### config.mk
export PLATFORM = sky130hd
export DESIGN_NAME = vmaTop
export DESIGN_NICKNAME = d
export VERILOG_FILES = /design/src/verilog/kl10WordPkg.sv /design/src/verilog/vmaCtlPkg.sv /design/src/verilog/vmaCounter.sv /design/src/verilog/vmaHistory.sv /design/src/verilog/vmaStatus.sv /design/src/verilog/vmaTop.sv
export SDC_FILE = /design/constraint.sdc
export NUM_CORES = 1
export LEC_CHECK = 0
export BUFFER_PORTS_ARGS = -buffer_cell sky130_fd_sc_hd__buf_2
export CAP_MARGIN = 15
export CELL_PAD_IN_SITES_DETAIL_PLACEMENT = 0
export CELL_PAD_IN_SITES_GLOBAL_PLACEMENT = 1
export CORE_MARGIN = 2
export CORE_UTILIZATION = 30
export CTS_CLUSTER_SIZE = 25
export DETAILED_ROUTE_END_ITERATION = 16
export HOLD_SLACK_MARGIN = 0.05
export PLACE_DENSITY = 0.66
export SYNTH_ARGS = -nofsm -noshare
export SYNTH_HDL_FRONTEND = slang
export SYNTH_SLANG_ARGS = --single-unit
### constraint.sdc
create_clock -name clk -period 2 [get_ports clk]
set_clock_uncertainty 0.1 [all_clocks]
set_input_delay 0.4 -clock clk [delete_from_list [all_inputs] [get_ports clk]]
set_output_delay 0.4 -clock clk [all_outputs]
set_load 0.02 [all_outputs]
### src/verilog/kl10WordPkg.sv
`default_nettype none

package kl10WordPkg;

  // Widths of the things the VMA board handles
  localparam int WORD_W    = 36;
  localparam int SECTION_W = 5;
  localparam int OFFSET_W  = 18;
  localparam int ADDR_W    = SECTION_W + OFFSET_W;
  localparam int MAGIC_W   = 9;

  // EBUS data word
  typedef logic [WORD_W-1:0] wordT;

  // Virtual address, section in the upper bits and offset below
  typedef logic [ADDR_W-1:0] addrT;

  typedef logic [SECTION_W-1:0] sectionT;

  typedef logic [OFFSET_W-1:0] offsetT;

  // Microcode magic number field
  typedef logic [MAGIC_W-1:0] magicT;

  // Offsets below this address the fast accumulators
  localparam int unsigned AC_LIMIT = 16;

endpackage

`default_nettype wire

### src/verilog/vmaCtlPkg.sv
`default_nettype none

package vmaCtlPkg;

  // Where the VMA section comes from on a load
  typedef logic [1:0] sectionSelT;

  localparam sectionSelT SEC_KEEP = 2'd0;
  localparam sectionSelT SEC_PC   = 2'd1;
  localparam sectionSelT SEC_PREV = 2'd2;
  localparam sectionSelT SEC_AD   = 2'd3;

  // Diagnostic readback select, codes above FLAGS read zero
  typedef logic [2:0] diagSelT;

  localparam diagSelT DIAG_VMA   = 3'd0;
  localparam diagSelT DIAG_PC    = 3'd1;
  localparam diagSelT DIAG_HELD  = 3'd2;
  localparam diagSelT DIAG_BRK   = 3'd3;
  localparam diagSelT DIAG_FLAGS = 3'd4;

endpackage

`default_nettype wire

### src/verilog/vmaCounter.sv
`timescale 1ns/1ps
`default_nettype none

module vmaCounter (
  input  logic                    clk,
  input  logic                    rstN,
  input  kl10WordPkg::addrT       edpAd,
  input  kl10WordPkg::magicT      magic,
  input  logic                    condVmaMagic,
  input  logic                    vmaInc,
  input  logic                    vmaAdSel,
  input  logic                    vmaLoad,
  input  logic                    vmaCount,
  input  logic                    vmaxEn,
  input  vmaCtlPkg::sectionSelT   vmaxSel,
  input  kl10WordPkg::addrT       pc,
  input  kl10WordPkg::sectionT    prevSec,
  output kl10WordPkg::addrT       vma
);

  kl10WordPkg::offsetT  adBase;
  kl10WordPkg::offsetT  adSum;
  kl10WordPkg::offsetT  offsetIn;
  kl10WordPkg::offsetT  vmaOffset;
  kl10WordPkg::sectionT sectionIn;
  kl10WordPkg::sectionT vmaSec;

  assign vmaOffset = vma[kl10WordPkg::OFFSET_W-1:0];
  assign vmaSec    = vma[kl10WordPkg::OFFSET_W +: kl10WordPkg::SECTION_W];

  // VMA adder, PC or magic number plus the increment bit
  always_comb begin
    if (condVmaMagic) begin
      adBase = {{(kl10WordPkg::OFFSET_W - kl10WordPkg::MAGIC_W){1'b0}}, magic};
    end else begin
      adBase = pc[kl10WordPkg::OFFSET_W-1:0];
    end
    adSum = adBase + kl10WordPkg::offsetT'(vmaInc);
  end

  assign offsetIn = vmaAdSel ? edpAd[kl10WordPkg::OFFSET_W-1:0] : adSum;

  // Section source mux
  always_comb begin
    sectionIn = vmaSec;
    if (vmaxEn) begin
      case (vmaxSel)
        vmaCtlPkg::SEC_KEEP: sectionIn = vmaSec;
        vmaCtlPkg::SEC_PC:   sectionIn = pc[kl10WordPkg::OFFSET_W +: kl10WordPkg::SECTION_W];
        vmaCtlPkg::SEC_PREV: sectionIn = prevSec;
        vmaCtlPkg::SEC_AD:   sectionIn = edpAd[kl10WordPkg::OFFSET_W +: kl10WordPkg::SECTION_W];
        default:             sectionIn = vmaSec;
      endcase
    end
  end

  // Load wins over count
  always_ff @(posedge clk or negedge rstN) begin
    if (!rstN) begin
      vma <= '0;
    end else if (vmaLoad) begin
      vma <= {sectionIn, offsetIn};
    end else if (vmaCount) begin
      // Count stays inside the section
      vma <= {vmaSec, vmaOffset + 1'b1};
    end
  end

endmodule

`default_nettype wire

### src/verilog/vmaHistory.sv
`timescale 1ns/1ps
`default_nettype none

module vmaHistory (
  input  logic                  clk,
  input  logic                  rstN,
  input  kl10WordPkg::addrT     vma,
  input  kl10WordPkg::addrT     edpAd,
  input  logic                  loadPc,
  input  logic                  loadVmaHeld,
  input  logic                  condSelVma,
  input  logic                  datAoApr,
  input  logic                  loadPrevContext,
  output kl10WordPkg::addrT     pc,
  output kl10WordPkg::addrT     held,
  output kl10WordPkg::addrT     adrBrk,
  output kl10WordPkg::addrT     heldOrPc,
  output kl10WordPkg::sectionT  prevSec
);

  // Saved PC
  always_ff @(posedge clk or negedge rstN) begin
    if (!rstN) begin
      pc <= '0;
    end else if (loadPc) begin
      pc <= vma;
    end
  end

  // VMA held across a page fail
  always_ff @(posedge clk or negedge rstN) begin
    if (!rstN) begin
      held <= '0;
    end else if (loadVmaHeld) begin
      held <= vma;
    end
  end

  // Address break, written by DATAO APR
  always_ff @(posedge clk or negedge rstN) begin
    if (!rstN) begin
      adrBrk <= '0;
    end else if (datAoApr) begin
      adrBrk <= edpAd;
    end
  end

  // Previous context section
  always_ff @(posedge clk or negedge rstN) begin
    if (!rstN) begin
      prevSec <= '0;
    end else if (loadPrevContext) begin
      prevSec <= edpAd[kl10WordPkg::OFFSET_W +: kl10WordPkg::SECTION_W];
    end
  end

  assign heldOrPc = condSelVma ? held : pc;

endmodule

`default_nettype wire

### src/verilog/vmaStatus.sv
`timescale 1ns/1ps
`default_nettype none

module vmaStatus (
  input  kl10WordPkg::addrT     vma,
  input  kl10WordPkg::addrT     pc,
  input  kl10WordPkg::addrT     held,
  input  kl10WordPkg::addrT     adrBrk,
  input  kl10WordPkg::sectionT  prevSec,
  input  logic                  vmaExtended,
  input  logic                  vmaFetch,
  input  logic                  pageRef,
  input  logic                  readOrWrite,
  input  logic                  readVma,
  input  vmaCtlPkg::diagSelT    diagSel,
  output logic                  acRef,
  output logic                  match,
  output logic                  localAcAddress,
  output logic                  ebusDriving,
  output kl10WordPkg::wordT     ebusData
);

  kl10WordPkg::offsetT  vmaOffset;
  kl10WordPkg::sectionT vmaSec;
  kl10WordPkg::sectionT pcSec;
  logic                 vmaSection0;
  logic                 pcSection0;
  logic                 prevSection0;
  logic                 acOffset;
  logic                 localRef;

  assign vmaOffset = vma[kl10WordPkg::OFFSET_W-1:0];
  assign vmaSec    = vma[kl10WordPkg::OFFSET_W +: kl10WordPkg::SECTION_W];
  assign pcSec     = pc[kl10WordPkg::OFFSET_W +: kl10WordPkg::SECTION_W];

  assign vmaSection0  = (vmaSec == '0);
  assign pcSection0   = (pcSec == '0);
  assign prevSection0 = (prevSec == '0);

  assign acOffset = (vmaOffset < kl10WordPkg::AC_LIMIT);

  // Unextended, instruction fetch or section 0 references stay local
  assign localRef = ~vmaExtended | vmaFetch | vmaSection0;

  assign acRef          = acOffset & localRef & pageRef & readOrWrite;
  assign localAcAddress = acOffset & localRef & ~vmaSection0;

  assign match = (vma == adrBrk);

  // Diagnostic readback, right-justified on the EBUS
  always_comb begin
    ebusData = '0;
    if (readVma) begin
      case (diagSel)
        vmaCtlPkg::DIAG_VMA:   ebusData = kl10WordPkg::wordT'(vma);
        vmaCtlPkg::DIAG_PC:    ebusData = kl10WordPkg::wordT'(pc);
        vmaCtlPkg::DIAG_HELD:  ebusData = kl10WordPkg::wordT'(held);
        vmaCtlPkg::DIAG_BRK:   ebusData = kl10WordPkg::wordT'(adrBrk);
        vmaCtlPkg::DIAG_FLAGS: begin
          ebusData = kl10WordPkg::wordT'({vmaSection0, pcSection0, prevSection0, prevSec});
        end
        default:               ebusData = '0;
      endcase
    end
  end

  assign ebusDriving = readVma;

endmodule

`default_nettype wire

### src/verilog/vmaTop.sv
`timescale 1ns/1ps
`default_nettype none

module vmaTop (
  input  logic                    clk,
  input  logic                    rstN,
  input  kl10WordPkg::addrT       edpAd,
  input  kl10WordPkg::magicT      magic,
  input  logic                    condVmaMagic,
  input  logic                    vmaInc,
  input  logic                    vmaAdSel,
  input  logic                    vmaLoad,
  input  logic                    vmaCount,
  input  logic                    vmaxEn,
  input  vmaCtlPkg::sectionSelT   vmaxSel,
  input  logic                    loadPc,
  input  logic                    loadVmaHeld,
  input  logic                    condSelVma,
  input  logic                    datAoApr,
  input  logic                    loadPrevContext,
  input  logic                    vmaExtended,
  input  logic                    vmaFetch,
  input  logic                    pageRef,
  input  logic                    readOrWrite,
  input  logic                    readVma,
  input  vmaCtlPkg::diagSelT      diagSel,
  output kl10WordPkg::addrT       vma,
  output kl10WordPkg::addrT       pc,
  output kl10WordPkg::addrT       heldOrPc,
  output logic                    acRef,
  output logic                    match,
  output logic                    localAcAddress,
  output kl10WordPkg::wordT       ebusData,
  output logic                    ebusDriving
);

  kl10WordPkg::addrT    held;
  kl10WordPkg::addrT    adrBrk;
  kl10WordPkg::sectionT prevSec;

  vmaCounter counter0 (
    .clk          (clk),
    .rstN         (rstN),
    .edpAd        (edpAd),
    .magic        (magic),
    .condVmaMagic (condVmaMagic),
    .vmaInc       (vmaInc),
    .vmaAdSel     (vmaAdSel),
    .vmaLoad      (vmaLoad),
    .vmaCount     (vmaCount),
    .vmaxEn       (vmaxEn),
    .vmaxSel      (vmaxSel),
    .pc           (pc),
    .prevSec      (prevSec),
    .vma          (vma)
  );

  vmaHistory history0 (
    .clk             (clk),
    .rstN            (rstN),
    .vma             (vma),
    .edpAd           (edpAd),
    .loadPc          (loadPc),
    .loadVmaHeld     (loadVmaHeld),
    .condSelVma      (condSelVma),
    .datAoApr        (datAoApr),
    .loadPrevContext (loadPrevContext),
    .pc              (pc),
    .held            (held),
    .adrBrk          (adrBrk),
    .heldOrPc        (heldOrPc),
    .prevSec         (prevSec)
  );

  vmaStatus status0 (
    .vma            (vma),
    .pc             (pc),
    .held           (held),
    .adrBrk         (adrBrk),
    .prevSec        (prevSec),
    .vmaExtended    (vmaExtended),
    .vmaFetch       (vmaFetch),
    .pageRef        (pageRef),
    .readOrWrite    (readOrWrite),
    .readVma        (readVma),
    .diagSel        (diagSel),
    .acRef          (acRef),
    .match          (match),
    .localAcAddress (localAcAddress),
    .ebusDriving    (ebusDriving),
    .ebusData       (ebusData)
  );

endmodule

`default_nettype wire
==> flow_summary.ini, run 1 <==
[status]
outcome = finished with violations
violations = negative setup slack

[detailed_routing]
drt_iter0_markers = 354
drt.antenna.violating_nets = 0
routedWlPerCell_um = 20.4
dr.pass1.iters = 4
wl_mm = 22.8
vias = 5626
viasPerCell = 5.03
drc = 0

[floorplanning]
core-area_um2 = 20900
io_pins = 164
die-width_um = 149
start_util_pct = 30.4
die_area_um2 = 22300
fp-row-count = 53
fp.dieH_um = 149

[critical_path]
crit_start = counter0.vma[20]
worstRegToRegCells = 7
critPathCaptureType = output pin
cp_data_arrival_time_ps = 1860
cp-endpoint = acRef
cp.required_ps = 1500
rrSetupSlack_ps = 70
reg2reg_to = counter0.vma[8]
path_max_fanout = 2
path_class = reg -> out
r2r_start = history0.pc[0]
startpoint_type = flop

[sta]
hold_violations = 0
rsz0062_at_grt = true
max_slew_margin_pct = 54.1
setup_viol = 26
slew_viol_final = 0
fmax_mhz = 424
worstMarginPinSlew_ps = 685
period_minus_slack_ps = 2360
period_share_pct = 118
setup_ws_ps = -361

[grt]
antenna_found_initial = 0
busiest_layer = met2
grt_pass1_vias = 5568
grtUsageTotal_pct = 20.5
use_met3_pct = 3.26
globalRouteMet1Util_pct = 28.2
met2_usage_pct = 34.2
grt_max_degree = 38
grt-ovfl-total = 0
grt_pass1_wl_mm = 34.1

[synthesis]
synth-edff-count = 0
synth_seq_area_share_pct = 38.2
synth_area_um2 = 6350
synthArstFlopShare_pct = 100
synth_seq_cells = 97
synthCells = 597
synthDistinctLibCells = 50
syn_avg_cell_area_um2 = 10.6
synthFlopType = dfrtp_1
yosys_warnings = 0

[clock_tree]
htree_levels = 3
clk_latency_ps = 350
root_buffer = clkbuf_16
path_clk_slew_ps = 70
cts_tree = built
clk_path_buf_depth = 2
cts_sinks = 97
cts_buffers = 9

[min_path]
hold_start = edpAd[0]
min_path_type = in -> reg

[place]
gp_congestion = 0.861
io_buffers = 150
dpl.hpwl_mm = 17.1
placed_cell_area_um2 = 8060

[power]
power_uw = 7350
ir_worst_vdd_uv = 417
p_leak_uw = 0.00401
power.density_nw_per_um2 = 816

[finish]
drive_gt1_share_pct = 56.5
fillers = 2073
final_design_area_no_fill_um2 = 9010
fin_nets = 898
multi_input_area_um2 = 3910
ff_latch_area_um2 = 2440
area_growth_pct = 41.9
diodes = 0

[job]
maxCapViolCount = 0
power breakdown:
part	switching (uW)	internal, uW	total, uW
logic	1630	1480	3100
clock network	745	865	1610
registers	354	2290	2640
total	2720	4630	7350
how the worst min path moves through the flow:
stage / end / slack (ps) / cells past startpoint
6_report: history0.adrBrk[0] / 210 / 2
5_1_grt: history0.prevSec[4] / 200 / 2
4_1_cts: history0.adrBrk[0] / 200 / 2
3_5_place_dp: history0.pc[12] / 310 / 1
3_3_place_gp: history0.pc[12] / 310 / 1
2_1_floorplan: counter0.vma[0] / 4 / 0
cell usage in the layout (no fill, tap or decap), types with 11 or more instances in the layout:
master     n
mux4_2    18
dfrtp_1   83
buf_6     35
nand2_1   40
buf_2    128
nor2b_1   11
buf_4    109
conb_1    13
mux2_2    94
nor2_1    21
xnor2_1   24
o21ai_0   17
nand3_1   12
dfrtp_2   14
mux2i_1   14
xor2_1    22
nand4_1   19
state kept, by name, indices dropped and copies added (netlist names):
signal	cells
counter0.vma	23
history0.adrBrk	23
history0.held	23
history0.pc	23
history0.prevSec	5
final cells by class:
cell class / count / share of cell area, %
Clock inverter: 5 / 0.361
Clock buffer: 10 / 2.65
Inverter: 10 / 0.417
Tap cell: 275 / 3.82
Timing Repair Buffer: 279 / 22.2
Multi-Input combinational cell: 443 / 43.4
Sequential cell: 97 / 27.1
Yosys cell counts (2+ instances only):
cell type  instances  share of area [%]
inv_1              9               0.53
xnor2_1           24                3.3
mux4_2            18                6.4
nor2_1            23                1.4
nand3b_1           4               0.47
mux2_2            98                 17
buf_2             17                1.3
a31oi_1            9               0.89
buf_1              8               0.47
mux2i_1           14                2.2
nand2_1           40                2.4
ha_1               3               0.59
o22ai_1            8               0.79
o21ai_0           22                1.7
nor2b_1           23                2.3
dfrtp_1           97                 38
nor3_1             8               0.63
nor3b_1            4               0.47
nand3_1           14                1.1
clkbuf_1          18                1.1
a22oi_1           11                1.3
a221o_1            3               0.47
nand2b_1           5               0.49
a21boi_0           4               0.47
nand4_1           19                1.9
and3_1             5               0.49
o211ai_1           5               0.59
nand3b_4           2               0.63
a21oi_1            9               0.71
xor2_1            23                3.2
nor4_1            10               0.99
buf_4             15                1.8
and2_1             8               0.79
stage by stage:
stage	utilization, %	worst slack, ps	setup TNS, ps	hold WS (ps)	std cells
floorplan	-	-234	-1660	4.41	609
global placement	38.6	-140	-2280	312	1075
detailed placement	38.6	-191	-2900	311	1075
CTS	42.0	-392	-4800	205	1111
global route	43.1	-417	-5620	204	1119
finish	43.1	-361	-4210	210	1119
cells by family (layout without fill, tap and decap cells):
kind of cell,count (synthesis),in the layout,synth area share (%)
XOR/XNOR,47,47,6.48
AO/OA/AOI/OAI,80,80,8.51
other,1,13,0.0591
buffers and inverters,69,304,5.42
AND/OR/NAND/NOR,170,170,14.7
flip-flops,97,97,38.2
adder cells (fa/ha/maj),3,3,0.591
multiplexers,130,130,26.0
layer usage:
layer | share of wire, % | wire length (um) | up-vias
met2 | 48 | 11100 | 168
li1 | - | - | 2631
met5 | 0 | 0 | -
met4 | 1.2 | 283 | 0
met3 | 4.4 | 1010 | 19
met1 | 46 | 10500 | 2808
worst max-delay path, stage by stage (launching register included):
cell and delay [ps]:
dfrtp_2 400, or4_4 550, buf_6 140, o21ai_2 100
nor3b_2 170, buf_4 160
timing repair:
item | CTS | global route
pin swaps | 12 | 8
resized for setup | 75 | 50
cloned | 2 | 0
hold buffers | 1 | 0
endpoints found under the setup margin | 29 | 38
setup buffers | 19 | 12
hold endpoints to repair | 32 | 0
Power figures use the tool's default switching activity.
==> inputs of run 2 (changes only) <==
==> constraint.sdc (replaced) <==
create_clock -name clk -period 2 [get_ports clk]
set_clock_uncertainty 0.1 [all_clocks]
set_input_delay 0.4 -clock clk [delete_from_list [all_inputs] [get_ports clk]]
set_output_delay 0.4 -clock clk [all_outputs]
set_load 0.1 [all_outputs]
==> flow_summary.ini, run 2 (synthesis gave the netlist of run 1 again) <==
[critical_path]
cp_num_buf_inv = 2
crit_slowest_cell = or4_4
startpoint_type = flop
worst_path_largest_cell_delay_ps = 570
critPathCaptureType = output pin
path_class = reg -> out
path_max_fanout = 2
cp_top_family = simple AND/OR/NAND/NOR gates
cp.required_ps = 1500
cp_cell_sequence = or4_4, buf_6, o21ai_2, nor3b_4, buf_12
cp_data_arrival_time_ps = 2060

[finish]
diodes = 0
ff_latch_area_um2 = 2570
final_design_area_no_fill_um2 = 10000
fin_nets = 896
area_growth_pct = 58.3
multi_input_area_um2 = 4130
fillers = 1892
drive_gt1_share_pct = 62.0
fin_util_pct = 48.1
final_common_cell = buf_4
instances_no_fill = 1118
final_cell_mix = 97 x buf_4, 96 x buf_2, 85 x mux2_2

[detailed_routing]
wl_mm = 23.4
drc = 0
drt_iter0_markers = 339
vias = 5733
viasPerCell = 5.13
dr.pass1.iters = 5
drt.antenna.violating_nets = 0
routedWlPerCell_um = 20.9

[sta]
hold_violations = 0
rsz0062_at_grt = true
slew_viol_final = 0
period_minus_slack_ps = 2560
max_slew_margin_pct = 57.1
setup_viol = 26
fmax_mhz = 391
period_share_pct = 128
setup_ws_ps = -560
worstMarginPinSlew_ps = 641

[power]
power.density_nw_per_um2 = 1030
p_leak_uw = 0.00433
power_uw = 10300
ir_worst_vdd_uv = 748

[place]
dp_cells = 1074
io_buffers = 150
gp_congestion = 0.916
placed_cell_area_um2 = 8980
pre_cts_ws_ps = -302
dpl.hpwl_mm = 17.6

[grt]
grt_pass1_vias = 6081
grt-ovfl-total = 0
antenna_found_initial = 0
grt_max_degree = 34
grtUsageTotal_pct = 21.2
grt_pass1_wl_mm = 35.7

[clock_tree]
cts_sinks = 97
clk_path_buf_depth = 2
cts_buffers = 9
cts_tree = built
root_buffer = clkbuf_16
htree_levels = 3
path_clk_slew_ps = 70
clk_latency_ps = 360

[floorplanning]
fp-row-count = 53
die_area_um2 = 22300
core-area_um2 = 20900
start_util_pct = 30.4
die-width_um = 149
fp.dieH_um = 149
io_pins = 164

[status]
violations = negative setup slack
outcome = finished with violations

[job]
maxCapViolCount = 0

[min_path]
min_path_type = in -> reg
## run 2: layout make-up
cell class / instances / share of cell area (%)
multi-input combinational: 443 / 41.1
timing repair buffer: 277 / 26.3
sequential: 97 / 25.6
tap: 275 / 3.42
clock buffer: 9 / 2.24
clock inverter: 7 / 0.946
inverter: 10 / 0.374
## run 2: power breakdown
group	switching, uW	total, uW	internal (uW)	leakage [uW]
Combinational	3750	5720	1970	0.00306
Clock	802	1900	1100	0.000155
Sequential	356	2720	2370	0.00111
## run 2: path summary, 6_finish.rpt
check	cells after the start	end	start	slack [ps]
worst max-delay path	5	acRef	counter0.vma[20]	-560
worst min-delay path	2	history0.adrBrk[0]	edpAd[0]	210
worst max register to register	9	counter0.vma[14]	counter0.vma[10]	10
worst min register to register	1	history0.held[22]	history0.held[22]	430
max in group asynchronous	3	counter0.vma[12]	rstN	790
min in group asynchronous	2	history0.pc[15]	rstN	430
## run 2: metal layers
layer / GRT usage, % / vias to the layer above / routed length (um)
li1: - / 2632 / -
met1: 27.9 / 2857 / 9950
met2: 35.4 / 212 / 11600
met3: 4.42 / 32 / 1370
met4: 6.14 / 0 / 521
met5: 0 / - / 0
## run 2: repair_timing
item | 4_1_cts | 5_1_grt
pin swaps | 23 | 17
endpoints found under the setup margin | 31 | 42
endpoints found under the hold margin | 21 | 0
setup buffers | 13 | 19
hold buffers | 1 | 0
resized for setup | 108 | 18
## run 2: worst register-to-register path: stages (launching register included)
cell and delay [ps]:
dfrtp_4 420, buf_6 100, buf_6 100, buf_6 100
nand4_1 110, buf_6 160, nor4_4 360, a21oi_1 110
a31oi_1 170, o211ai_1 120
## run 2: per-stage QoR
stage          hold WS (ps)  setup TNS [ps]
6_report                207           -7310
5_1_grt                 197           -8440
4_1_cts                 195           -7730
3_5_place_dp            254           -5700
3_3_place_gp            250           -5340
2_1_floorplan          4.41           -4850
==> inputs of run 3 (changes only) <==
--- a/config.mk
+++ b/config.mk
@@ -14,7 +14,7 @@
 export CTS_CLUSTER_SIZE = 25
 export DETAILED_ROUTE_END_ITERATION = 16
 export HOLD_SLACK_MARGIN = 0.05
-export PLACE_DENSITY = 0.66
+export PLACE_DENSITY = 0.64
 export SYNTH_ARGS = -nofsm -noshare
 export SYNTH_HDL_FRONTEND = slang
 export SYNTH_SLANG_ARGS = --single-unit
==> constraint.sdc (replaced) <==
create_clock -name clk -period 2.9 [get_ports clk]
set_clock_uncertainty 0.1 [all_clocks]
set_input_delay 0.58 -clock clk [delete_from_list [all_inputs] [get_ports clk]]
set_output_delay 0.58 -clock clk [all_outputs]
set_load 0.1 [all_outputs]
==> flow_summary.ini, run 3 (synthesis gave the netlist of run 1 again) <==
[status]
outcome = completed

[critical_path]
path_max_fanout = 7
critPathCaptureType = output pin
cp_num_buf_inv = 1
crit_slowest_cell = or4_1
cp_data_arrival_time_ps = 2130
crit_start = counter0.vma[20]
cp.required_ps = 2220
cp_cell_sequence = or4_1, nor2_4, nand3_1, a21boi_2, buf_12
worst_path_largest_cell_delay_ps = 600
startpoint_type = flop
path_class = reg -> out
cp_top_family = simple AND/OR/NAND/NOR gates
r2r_start = history0.pc[0]

[detailed_routing]
wl_met3_mm = 1.22
routedWlPerCell_um = 20.9
dr_wl_met2_mm = 10.3
drt.antenna.violating_nets = 0
viasPerCell = 5.28
drc = 0
highest_layer = met4
dr.pass1.iters = 5
vias = 5372
drt_iter0_markers = 403
wl_mm = 21.2
drt-met1-wl_mm = 9.32

[sta]
max_slew_margin_pct = 47.1
hold_violations = 0
period_minus_slack_ps = 2810
period_share_pct = 96.8
setup_ws_ps = 94.0
slew_viol_final = 0
setup_viol = 0
worstMarginPinSlew_ps = 792
fmax_mhz = 356
rsz0062_at_grt = true

[floorplanning]
core-area_um2 = 20900
fp.dieH_um = 149
die_area_um2 = 22300
io_pins = 164
fp-row-count = 53
start_util_pct = 30.4
die-width_um = 149

[grt]
grt-ovfl-total = 0
grt_max_degree = 49
grtUsageTotal_pct = 19.5
antenna_found_initial = 0
grt_pass1_wl_mm = 32.9
grt_pass1_vias = 5484

[place]
gp_congestion = 0.835
dpl.hpwl_mm = 16.1
placed_cell_area_um2 = 7740
io_buffers = 150
pre_cts_ws_ps = 58.2

[power]
ir_worst_vdd_uv = 592
p_leak_uw = 0.00350
power.density_nw_per_um2 = 785

[finish]
fin_nets = 795
fillers = 2113
final_common_cell = buf_2
area_growth_pct = 28.1
drive_gt1_share_pct = 49.6
diodes = 0
final_cell_mix = 135 x buf_2, 98 x mux2_2, 75 x dfrtp_1
fin_util_pct = 38.9
final_design_area_no_fill_um2 = 8130

[clock_tree]
clk_latency_ps = 350
cts_buffers = 9
htree_levels = 3
path_clk_slew_ps = 70
cts_sinks = 97
cts_tree = built
clk_path_buf_depth = 2
root_buffer = clkbuf_16

[job]
maxCapViolCount = 0

[min_path]
hold_start = edpAd[1]
min_path_type = in -> reg
-- run 3: repair_timing --
item / CTS / global route
endpoints found under the setup margin: 4 / 2
hold buffers: 1 / 0
buffers inserted: 1 / 0
endpoints found under the hold margin: 19 / 0
resized for setup: 4 / 3
pin swaps: 2 / 2
-- run 3: stage by stage --
stage	instances	hold WS [ps]	power [uW]	TNS, ps
5_1_grt	1017	383	6650	-1.38
3_3_place_gp	999	386	4980	0
3_5_place_dp	999	388	5000	0
2_1_floorplan	609	184	4290	-171
6_report	1017	389	6390	0
4_1_cts	1017	383	6420	0
-- run 3: where the power goes --
| part | total, uW | switching, uW | internal (uW) |
|---|---|---|---|
| Sequential | 1950 | 360 | 1590 |
| Clock | 1400 | 533 | 862 |
| Combinational | 3040 | 2270 | 777 |
| Total | 6390 | 3160 | 3230 |
-- run 3: path summary, 6_finish.rpt --
kind,to,slack (ps),depth (start not counted)
worst min-delay path,history0.adrBrk[1],390,2
worst max register to register,counter0.vma[10],530,7
worst max-delay path,ebusData[7],90,5
min in group asynchronous,history0.pc[12],550,2
worst min register to register,history0.held[22],420,1
max in group asynchronous,counter0.vma[3],1380,3
-- run 3: layout make-up --
type	count	area, um^2	area share (%)
timing repair buffer	176	1190	14.6
inverter	10	37.5	0.462
tap	275	344	4.23
sequential	97	2470	30.3
clock inverter	6	105	1.29
multi-input combinational	443	3750	46.1
clock buffer	10	239	2.94
-- run 3: routing by layer --
layer	vias to the layer above	GRT usage [%]
li1	2429	-
met1	2724	26.7
met2	195	31.9
met3	24	2.77
met4	0	5.90
met5	-	0
